==> config.mk <==
export PLATFORM = sky130hd
export DESIGN_NAME = uart_top
export DESIGN_NICKNAME = d
export VERILOG_FILES = /design/src/uart_pkg.sv /design/src/uart_top.sv /design/src/uart_rx.sv /design/src/uart_tx.sv /design/src/uart_hello.sv
export SDC_FILE = /design/constraint.sdc
export NUM_CORES = 1
export LEC_CHECK = 0
export BUFFER_PORTS_ARGS = -buffer_cell sky130_fd_sc_hd__buf_2
export CAP_MARGIN = 20
export CORE_MARGIN = 5
export CORE_UTILIZATION = 47
export CTS_CLUSTER_DIAMETER = 50
export DETAILED_ROUTE_END_ITERATION = 8
export HOLD_SLACK_MARGIN = 0.12
export PLACE_DENSITY = 0.66
export SYNTH_ARGS = -nofsm -noshare
export SYNTH_HDL_FRONTEND = slang
export SYNTH_SLANG_ARGS = --single-unit
==> constraint.sdc <==
create_clock -name clock -period 4.53 [get_ports clock]
set_input_delay 0.453 -clock clock [delete_from_list [all_inputs] [get_ports clock]]
set_output_delay 0.453 -clock clock [all_outputs]
set_load 0.005 [all_outputs]
==> src/uart_pkg.sv <==
`default_nettype none

package uart_pkg;

  // one serial data byte
  typedef logic [7:0] data_t;

  // running byte checksum, wraps at 32 bits
  typedef logic [31:0] sum_t;

  // bytes in the greeting held by the sender ROM
  parameter int msg_len = 16;

  typedef enum logic [1:0] {
    HELLO_SEND,   // bytes remain to be handed off
    HELLO_FLUSH,  // last byte handed off, waiting for the line to go quiet
    HELLO_DONE
  } hello_state_e;

  typedef enum logic [1:0] {
    TX_IDLE,
    TX_START,
    TX_DATA,
    TX_STOP
  } tx_phase_e;

  typedef enum logic [1:0] {
    RX_IDLE,
    RX_START,
    RX_DATA,
    RX_STOP
  } rx_phase_e;

endpackage

`default_nettype wire
==> src/uart_top.sv <==
`timescale 1ns/1ps
`default_nettype none

module uart_top #(
  parameter int cycles_per_bit = 3
) (
  input  logic            clock,
  input  logic            i_rst_n,
  output uart_pkg::data_t o_data,
  output logic            o_valid,
  output logic            o_done,
  output uart_pkg::sum_t  o_sum
);

  uart_pkg::data_t hello_data;
  logic            hello_req;
  logic            hello_done;
  logic            tx_cts;
  logic            tx_idle;
  logic            tx_serial;  // looped straight back into the receiver
  logic            rx_valid;
  uart_pkg::data_t rx_data;
  uart_pkg::sum_t  rx_sum;

  uart_hello hello (
    .clock   (clock),
    .i_rst_n (i_rst_n),
    .i_cts   (tx_cts),
    .i_idle  (tx_idle),
    .o_data  (hello_data),
    .o_req   (hello_req),
    .o_done  (hello_done)
  );

  uart_tx #(
    .cycles_per_bit (cycles_per_bit)
  ) tx (
    .clock    (clock),
    .i_rst_n  (i_rst_n),
    .i_data   (hello_data),
    .i_req    (hello_req),
    .o_serial (tx_serial),
    .o_cts    (tx_cts),
    .o_idle   (tx_idle)
  );

  uart_rx #(
    .cycles_per_bit (cycles_per_bit)
  ) rx (
    .clock    (clock),
    .i_rst_n  (i_rst_n),
    .i_serial (tx_serial),
    .o_valid  (rx_valid),
    .o_buffer (rx_data),
    .o_sum    (rx_sum)
  );

  assign o_data  = rx_data;
  assign o_valid = rx_valid;
  assign o_sum   = rx_sum;

  // the sender finishing is not enough, the last frame must also leave the line
  assign o_done = hello_done && tx_idle;

endmodule

`default_nettype wire

==> src/uart_rx.sv <==
`timescale 1ns/1ps
`default_nettype none

module uart_rx #(
  parameter int cycles_per_bit = 3
) (
  input  logic            clock,
  input  logic            i_rst_n,
  input  logic            i_serial,
  output logic            o_valid,
  output uart_pkg::data_t o_buffer,
  output uart_pkg::sum_t  o_sum
);

  localparam int cnt_w = $clog2(cycles_per_bit);
  localparam logic [cnt_w-1:0] cnt_last = cnt_w'(cycles_per_bit - 1);
  // clocks from the detected edge to the middle of the start bit
  localparam logic [cnt_w-1:0] half_last = cnt_w'(cycles_per_bit / 2 - 1);

  uart_pkg::rx_phase_e phase;
  logic                line_meta;
  logic                line_sync;
  logic [cnt_w-1:0]    cnt;
  logic [2:0]          bit_idx;
  uart_pkg::data_t     shift;
  logic                sample;

  // two flops before the line is looked at
  always_ff @(posedge clock) begin
    if (!i_rst_n) begin
      line_meta <= 1'b1;
      line_sync <= 1'b1;
    end else begin
      line_meta <= i_serial;
      line_sync <= line_meta;
    end
  end

  assign sample = (phase == uart_pkg::RX_DATA) && (cnt == cnt_last);

  always_ff @(posedge clock) begin
    if (!i_rst_n) begin
      phase    <= uart_pkg::RX_IDLE;
      cnt      <= '0;
      bit_idx  <= '0;
      o_valid  <= 1'b0;
      o_buffer <= '0;
      o_sum    <= '0;
    end else begin
      o_valid <= 1'b0;
      case (phase)
        uart_pkg::RX_IDLE: begin
          cnt     <= '0;
          bit_idx <= '0;
          if (!line_sync) phase <= uart_pkg::RX_START;
        end
        uart_pkg::RX_START: begin
          // start bit checked at its middle, a short low is a glitch
          if (cnt == half_last) begin
            cnt   <= '0;
            phase <= line_sync ? uart_pkg::RX_IDLE : uart_pkg::RX_DATA;
          end else begin
            cnt <= cnt + 1'b1;
          end
        end
        uart_pkg::RX_DATA: begin
          cnt <= (cnt == cnt_last) ? '0 : cnt + 1'b1;
          if (sample) begin
            bit_idx <= bit_idx + 1'b1;
            if (bit_idx == 3'd7) phase <= uart_pkg::RX_STOP;
          end
        end
        uart_pkg::RX_STOP: begin
          if (cnt == cnt_last) begin
            // middle of the stop bit, the byte is complete
            cnt      <= '0;
            phase    <= uart_pkg::RX_IDLE;
            o_valid  <= 1'b1;
            o_buffer <= shift;
            o_sum    <= o_sum + uart_pkg::sum_t'(shift);
          end else begin
            cnt <= cnt + 1'b1;
          end
        end
        default: phase <= uart_pkg::RX_IDLE;
      endcase
    end
  end

  always_ff @(posedge clock) begin
    if (sample) shift <= {line_sync, shift[7:1]};  // LSB arrives first
  end

endmodule

`default_nettype wire

==> src/uart_tx.sv <==
`timescale 1ns/1ps
`default_nettype none

module uart_tx #(
  parameter int cycles_per_bit = 3
) (
  input  logic            clock,
  input  logic            i_rst_n,
  input  uart_pkg::data_t i_data,
  input  logic            i_req,
  output logic            o_serial,
  output logic            o_cts,
  output logic            o_idle
);

  localparam int cnt_w = $clog2(cycles_per_bit);
  localparam logic [cnt_w-1:0] cnt_last = cnt_w'(cycles_per_bit - 1);

  uart_pkg::tx_phase_e phase;
  logic [cnt_w-1:0]    cnt;      // clocks spent in the current bit
  logic [2:0]          bit_idx;  // data bit being driven
  uart_pkg::data_t     shift;
  logic                bit_end;
  logic                capture;

  assign bit_end = (cnt == cnt_last);
  assign capture = (phase == uart_pkg::TX_IDLE) && i_req;

  always_ff @(posedge clock) begin
    if (!i_rst_n) begin
      phase   <= uart_pkg::TX_IDLE;
      cnt     <= '0;
      bit_idx <= '0;
    end else begin
      case (phase)
        uart_pkg::TX_IDLE: begin
          cnt     <= '0;
          bit_idx <= '0;
          if (i_req) phase <= uart_pkg::TX_START;
        end
        uart_pkg::TX_START: begin
          cnt <= bit_end ? '0 : cnt + 1'b1;
          if (bit_end) phase <= uart_pkg::TX_DATA;
        end
        uart_pkg::TX_DATA: begin
          cnt <= bit_end ? '0 : cnt + 1'b1;
          if (bit_end) begin
            bit_idx <= bit_idx + 1'b1;
            if (bit_idx == 3'd7) phase <= uart_pkg::TX_STOP;
          end
        end
        uart_pkg::TX_STOP: begin
          cnt <= bit_end ? '0 : cnt + 1'b1;
          if (bit_end) phase <= uart_pkg::TX_IDLE;  // cts back on the next cycle
        end
        default: phase <= uart_pkg::TX_IDLE;
      endcase
    end
  end

  // data goes out LSB first, so shift right after each data bit
  always_ff @(posedge clock) begin
    if (capture) begin
      shift <= i_data;
    end else if (phase == uart_pkg::TX_DATA && bit_end) begin
      shift <= shift >> 1;
    end
  end

  always_comb begin
    case (phase)
      uart_pkg::TX_START: o_serial = 1'b0;
      uart_pkg::TX_DATA:  o_serial = shift[0];
      default:            o_serial = 1'b1;  // stop bit and idle line are high
    endcase
  end

  // the byte is latched on the request edge, so idle and cts coincide
  assign o_cts  = (phase == uart_pkg::TX_IDLE);
  assign o_idle = (phase == uart_pkg::TX_IDLE);

endmodule

`default_nettype wire

==> src/uart_hello.sv <==
`timescale 1ns/1ps
`default_nettype none

module uart_hello (
  input  logic            clock,
  input  logic            i_rst_n,
  input  logic            i_cts,
  input  logic            i_idle,
  output uart_pkg::data_t o_data,
  output logic            o_req,
  output logic            o_done
);

  localparam int idx_w = $clog2(uart_pkg::msg_len);
  localparam logic [idx_w-1:0] last_idx = idx_w'(uart_pkg::msg_len - 1);

  uart_pkg::hello_state_e state;
  logic [idx_w-1:0]       cursor;  // ROM index of the next byte to send
  logic                   issue;

  // greeting text "Hello, World!!\r\n"
  function automatic uart_pkg::data_t rom_byte(input logic [idx_w-1:0] idx);
    case (idx)
      4'd0:    rom_byte = 8'h48;
      4'd1:    rom_byte = 8'h65;
      4'd2:    rom_byte = 8'h6C;
      4'd3:    rom_byte = 8'h6C;
      4'd4:    rom_byte = 8'h6F;
      4'd5:    rom_byte = 8'h2C;
      4'd6:    rom_byte = 8'h20;
      4'd7:    rom_byte = 8'h57;
      4'd8:    rom_byte = 8'h6F;
      4'd9:    rom_byte = 8'h72;
      4'd10:   rom_byte = 8'h6C;
      4'd11:   rom_byte = 8'h64;
      4'd12:   rom_byte = 8'h21;
      4'd13:   rom_byte = 8'h21;
      4'd14:   rom_byte = 8'h0D;
      4'd15:   rom_byte = 8'h0A;
      default: rom_byte = 8'h00;
    endcase
  endfunction

  // the transmitter only drops cts one cycle after it captures, so a request
  // still in flight must not be followed by another one
  assign issue = (state == uart_pkg::HELLO_SEND) && i_cts && !o_req;

  always_ff @(posedge clock) begin
    if (!i_rst_n) begin
      state  <= uart_pkg::HELLO_SEND;
      cursor <= '0;
      o_req  <= 1'b0;
    end else begin
      o_req <= issue;  // one-cycle pulse
      case (state)
        uart_pkg::HELLO_SEND: begin
          if (issue) begin
            cursor <= cursor + 1'b1;
            if (cursor == last_idx) state <= uart_pkg::HELLO_FLUSH;
          end
        end
        uart_pkg::HELLO_FLUSH: begin
          // idle is still high while the last request is pending, so wait it out
          if (!o_req && i_idle) state <= uart_pkg::HELLO_DONE;
        end
        uart_pkg::HELLO_DONE: begin
          state <= uart_pkg::HELLO_DONE;  // hold until reset
        end
        default: state <= uart_pkg::HELLO_SEND;
      endcase
    end
  end

  // byte travels alongside its request
  always_ff @(posedge clock) begin
    if (issue) o_data <= rom_byte(cursor);
  end

  assign o_done = (state == uart_pkg::HELLO_DONE);

endmodule

`default_nettype wire

==> results.cfg, run 1 <==
[status]
status = finished clean

[drt]
route.detailed.drc = 0
drt_iter0_markers = 80
wl_met3_um = 349
viasPerCell = 5.42
wl_per_cell_um = 14.2
ant_nets = 0
drt-met1-wl_mm = 4.17
drtPass1Iterations = 4
routed-via-count = 3223
wl_mm = 8.44
met2_length_mm = 3.84
top_layer = met4

[global_route]
grt_pass1_wl_mm = 14.7
antenna_found_initial = 0
grt_pass1_vias = 3125
grt_start_max_net_pins = 37
overflow = 0
grt.total_usage_pct = 15.9

[setup_path]
cp-end-kind = flop
startpoint_type = flop
path_class = flop to flop
cp-startpoint = rx.shift[0]
crit_fanout = 13
ff2ff_path_depth = 7
worstPathArrival_ns = 3.10
cp.required_ns = 4.81
r2r-start = rx.shift[0]
rrSetupSlack_ns = 1.71
r2r-end = rx.o_sum[24]

[pwr]
seq_power_share_pct = 50.0
cellLeakagePower_nw = 1.92
ir_worst_vdd_v = 0.000313
p_int_mw = 1.38
pwr-share-clk_pct = 30.1
combPwrFrac_pct = 19.9
switchingPower_mw = 0.555
p_per_area_nw_per_um2 = 406
switching_share_pct = 28.7

[finish]
syn_to_final_growth_pct = 12.3
final_cell_mix = 64 x dfxtp_1, 52 x nand2_1, 44 x a21oi_1
layout.nets = 521
antenna_cells = 0
layout_commonest_cell = dfxtp_1
drive_gt1_share_pct = 15.6
num-fill-cells = 812
final_cells = 595

[clock_network]
post_cts_buffers = 0
h-tree-depth = 3
numCtsBuffers = 9
cts_tree = built
cts_resized = 0
clkSlewWorstSetupHoldPaths_ns = 0.09
clkSinkCount = 86
clk_latency_ns = 0.35
cts_hold_buffers = 0
clk_path_buf_depth = 2
clock-root-buffer = clkbuf_8

[yosys]
synth_area_per_cell_um2 = 9.54
synthCells = 444
synth-edff-count = 22
synth_warnings = 0
netlist_area_um2 = 4240
ys_types = 48
synth_area_leader_cell = dfxtp_1
synth_top_area_share_pct = 30.2
synth-seq-area-share_pct = 45.8
synthArstFlopShare_pct = 0
synthTopCellsByArea = dfxtp_1 30%, edfxtp_1 16%, ha_1 11%
ys.flop_type = dfxtp_1
ys_ff_latch = 86
syn_nets = 483

[sta]
hold_slack_ns = 0.386
final.setup.tns_ns = 0
rsz0062_at_grt = no
setup_viol = 0
hold_viol = 0
max_freq_mhz = 355
clock-skew-final_ns = 0.00692
slew_headroom_pct = 40.9
slew_viol_final = 0
finalCriticalPeriod_ns = 2.82
finalCritPeriodShare_pct = 62.1
worst_slew_pin_slew_ns = 0.875

[run]
drv_cap = 0

[die]
die_y_um = 105
num_rows = 34
start_util_pct = 48.4
num_io_pins = 44
core_region_area_um2 = 8760
die-area_um2 = 11000
die_x_um = 105

[placement]
place_congestion = 0.815
dp.cells = 578
dp_hpwl_mm = 6.00
portBuffers = 43

[min_path]
hold_path_class = input pin to flop
min-delay-start = i_rst_n
min_to = rx.line_sync
hold_depth = 2
kinds of logic after synthesis:
family                   Yosys count  share of synthesized area (%)
AO/OA/AOI/OAI                    106                           14.6
XOR/XNOR                          11                           2.27
adder cells (fa/ha/maj)           37                           11.1
buffers and inverters             37                           3.72
flip-flops                        86                           45.8
multiplexers                      13                           3.57
AND/OR/NAND/NOR                  154                           18.9
sequential cells by signal (all words and copies together), names as in the netlist, named ones only:
signal        flops
hello.cursor      4
tx.phase          2
tx.cnt            2
tx.shift          7
rx.o_sum         32
rx.phase          1
rx.bit_idx        3
rx.shift          8
hello.o_req       1
rx.o_valid        1
rx.cnt            2
rx.o_buffer       8
rx.line_meta      1
rx.line_sync      1
hello.state       2
tx.bit_idx        3
hello.o_data      7
cell usage after synthesis, types with 5 or more instances:
cell type and number:
a21o_1 5, a21oi_1 44, and2_1 5, and3_1 6, clkbuf_1 13, dfxtp_1 64, edfxtp_1 22, ha_1 36
inv_1 18, mux2_2 7, mux2i_1 5, nand2_1 52, nand3_1 16, nor2_1 29, nor2b_1 6, o211ai_1 6
o21ai_0 27, or3_1 17, or4_1 5, xnor2_1 7
routing by layer:
layer / vias up / track usage [%]
li1: 1650 / -
met1: 1505 / 21.3
met2: 62 / 25.7
met3: 6 / 2.96
met4: 0 / 5.48
met5: - / 0
per-stage QoR:
stage	area, µm²	power (mW)	worst slack, ns	utilization, %
after floorplan	4240	1.28	2.25	-
after global placement	4510	1.36	1.86	51.5
after detailed placement	4510	1.37	1.71	51.5
after CTS	4730	1.95	1.66	54.0
after global routing	4760	2.05	1.44	54.3
final	4760	1.93	1.71	54.3
power groups by stage:
stage | sequential, mW | combinational (mW) | clock (mW)
after detailed placement | 0.983 | 0.385 | 0
after CTS | 0.967 | 0.384 | 0.599
after floorplan | 0.961 | 0.324 | 0
after global routing | 0.978 | 0.444 | 0.627
after global placement | 0.982 | 0.373 | 0
final | 0.966 | 0.384 | 0.581
area by class of cell:
type / instances / area (µm²) / area share [%]
Clock buffer: 12 / 166 / 3.50
Clock inverter: 4 / 51.3 / 1.08
Inverter: 18 / 67.6 / 1.42
Multi-Input combinational cell: 321 / 2140 / 44.9
Sequential cell: 86 / 1940 / 40.8
Tap cell: 108 / 135 / 2.84
Timing Repair Buffer: 46 / 258 / 5.42
worst max-delay path: stages, from the launching register on:
cell and delay (ns):
edfxtp_1 0.40, ha_1 0.24, fa_1 0.41, a21o_1 0.19, a221o_1 0.33, a41oi_1 0.75, o21ai_0 0.25, a21oi_1 0.16
worst max-delay path by stage:
| stage | end | slack [ns] | cells past startpoint |
|---|---|---|---|
| after global placement | rx.o_sum[26] | 1.86 | 7 |
| after floorplan | rx.o_sum[12] | 2.25 | 8 |
| after detailed placement | rx.o_sum[24] | 1.71 | 7 |
| final | rx.o_sum[24] | 1.71 | 7 |
| after global routing | rx.o_sum[24] | 1.44 | 7 |
| after CTS | rx.o_sum[24] | 1.66 | 7 |
(Power assumes the default switching activity.)
==> inputs of run 2 (changes only) <==
ABC_AREA = 1   (was unset)
clock period = 2.7 ns   (was 4.53 ns; I/O delays follow)
==> results.cfg, run 2 <==
[status]
status = finished clean

[setup_path]
crit_cells = 9
startpoint_type = flop
path_buf_inv = 2
cp.required_ns = 2.96
crit_family = simple AND/OR/NAND/NOR gates
slowest_stage = dfxtp_1
cpPeakStageDelay_ns = 0.33
worstPathArrival_ns = 2.23
ff2ff_path_depth = 9
cp-end-kind = flop
crit_fanout = 18
path_class = flop to flop
crit_chain = inv_1 -> ha_1 -> nand3_4 -> inv_2 -> nand3_2 -> nor2_2 -> nand3_1 -> nand2_1 -> nor2_1

[drt]
ant_nets = 0
viasPerCell = 5.05
routed-via-count = 3872
drt-met1-wl_mm = 4.30
wl_met3_um = 526
route.detailed.drc = 0
drtPass1Iterations = 4
drt_iter0_markers = 128
wl_mm = 9.72
met2_length_mm = 4.78
wl_per_cell_um = 12.7
top_layer = met4

[clock_network]
clk_latency_ns = 0.36
h-tree-depth = 3
clock-root-buffer = clkbuf_8
clk_path_buf_depth = 2
cts_resized = 0
clkSlewWorstSetupHoldPaths_ns = 0.09
cts_tree = built
clkSinkCount = 86
numCtsBuffers = 9
cts_hold_buffers = 0
post_cts_buffers = 0

[yosys]
synth-edff-count = 22
synth_area_per_cell_um2 = 7.79
synth-seq-area-share_pct = 42.7
ys_types = 39
synthArstFlopShare_pct = 0
synth_top_area_share_pct = 28.1
netlist_area_um2 = 4550
ys.flop_type = dfxtp_1
synthCells = 584
synthTopCellsByArea = dfxtp_1 28%, edfxtp_1 15%, nand2_1 12%
synth_warnings = 0
synth_most_common_cell = nand2_1
ys_ff_latch = 86
synthTopCellsByCount = 145 x nand2_1, 70 x inv_1, 64 x dfxtp_1
syn_nets = 623
synth_area_leader_cell = dfxtp_1

[pwr]
cellLeakagePower_nw = 2.33
p_total_mw = 3.01
ir_worst_vdd_v = 0.000418
p_per_area_nw_per_um2 = 592

[min_path]
hold_path_class = flop to flop
hold_depth = 1

[sta]
worst_slew_pin_slew_ns = 0.758
finalCriticalPeriod_ns = 1.96
hold_viol = 0
setup_viol = 0
slew_viol_final = 0
slew_headroom_pct = 49.1
clock-skew-final_ns = 0.00884
finalCritPeriodShare_pct = 72.7
final.setup.tns_ns = 0
max_freq_mhz = 510
rsz0062_at_grt = no

[global_route]
grt_pass1_wl_mm = 16.7
antenna_found_initial = 0
grt_start_max_net_pins = 34
grt.total_usage_pct = 17.5
overflow = 0
grt_pass1_vias = 3643

[finish]
num-fill-cells = 931
antenna_cells = 0
drive_gt1_share_pct = 13.7
top_regs = rx.o_sum (32), rx.o_buffer (8), rx.shift (8)
regMostFlops = rx.o_sum
layout.nets = 668
syn_to_final_growth_pct = 11.7
multi_input_area_um2 = 2270
final_cell_mix = 145 x nand2_1, 70 x inv_1, 64 x dfxtp_1
layout_commonest_cell = nand2_1
seqCellArea_um2 = 1940
largest_register_ffs = 32

[placement]
place_congestion = 0.901
dp_hpwl_mm = 7.18
portBuffers = 43

[die]
die_y_um = 108
num_rows = 36
num_io_pins = 44
die_x_um = 108
die-area_um2 = 11800
core_region_area_um2 = 9590
start_util_pct = 47.4

[run]
drv_cap = 0
## run 2: cells by family after synthesis
| kind of cell | Yosys count | share of synthesized area [%] |
|---|---|---|
| simple gates | 280 | 27.3 |
| buf+inv | 86 | 7.39 |
| flops | 86 | 42.7 |
| compound gates | 85 | 10.0 |
| fa+ha+maj | 37 | 10.3 |
| mux | 6 | 1.48 |
| xor+xnor | 4 | 0.770 |
## run 2: area by class of cell
class	instances	area share, %
clock inverters	7	1.08
multi-input cells	412	44.7
well taps	133	3.27
clock buffers	9	2.44
repair buffers	48	4.97
inverters	72	5.32
flip-flops and latches	86	38.2
## run 2: metrics by stage
stage                     cell area [µm²]  setup WS [ns]  hold slack [ns]  std cells  utilization (%)
final                                5080          0.738            0.425        767             53.0
after global routing                 5080          0.525            0.425        767             53.0
after detailed placement             4900          0.736            0.398        751             51.1
after global placement               4900          0.808            0.398        751             51.1
after CTS                            5080          0.728            0.426        767             53.0
after floorplan                      4550          0.891            0.391        584                -
## run 2: final timing paths
kind | startpoint | endpoint | slack (ns)
worst max-delay path | rx.cnt[0] | rx.o_sum[28] | 0.74
worst min-delay path | tx.cnt[0] | tx.cnt[0] | 0.42
worst min register to register | tx.cnt[0] | tx.cnt[0] | 0.42
worst max register to register | rx.cnt[0] | rx.o_sum[28] | 0.74
## run 2: metal layers
layer	track usage (%)	vias to the layer above
met5	0	-
met3	3.88	7
met1	22.0	1778
met2	30.1	89
met4	5.05	0
li1	-	1998
## run 2: where the power goes
| group | total (mW) | switching [mW] | internal [mW] | leakage, nW |
|---|---|---|---|---|
| sequential | 1.61 | 0.0884 | 1.52 | 0.721 |
| combinational | 0.563 | 0.358 | 0.205 | 1.52 |
| clock | 0.840 | 0.496 | 0.344 | 0.0866 |
| total | 3.01 | 0.943 | 2.07 | 2.33 |
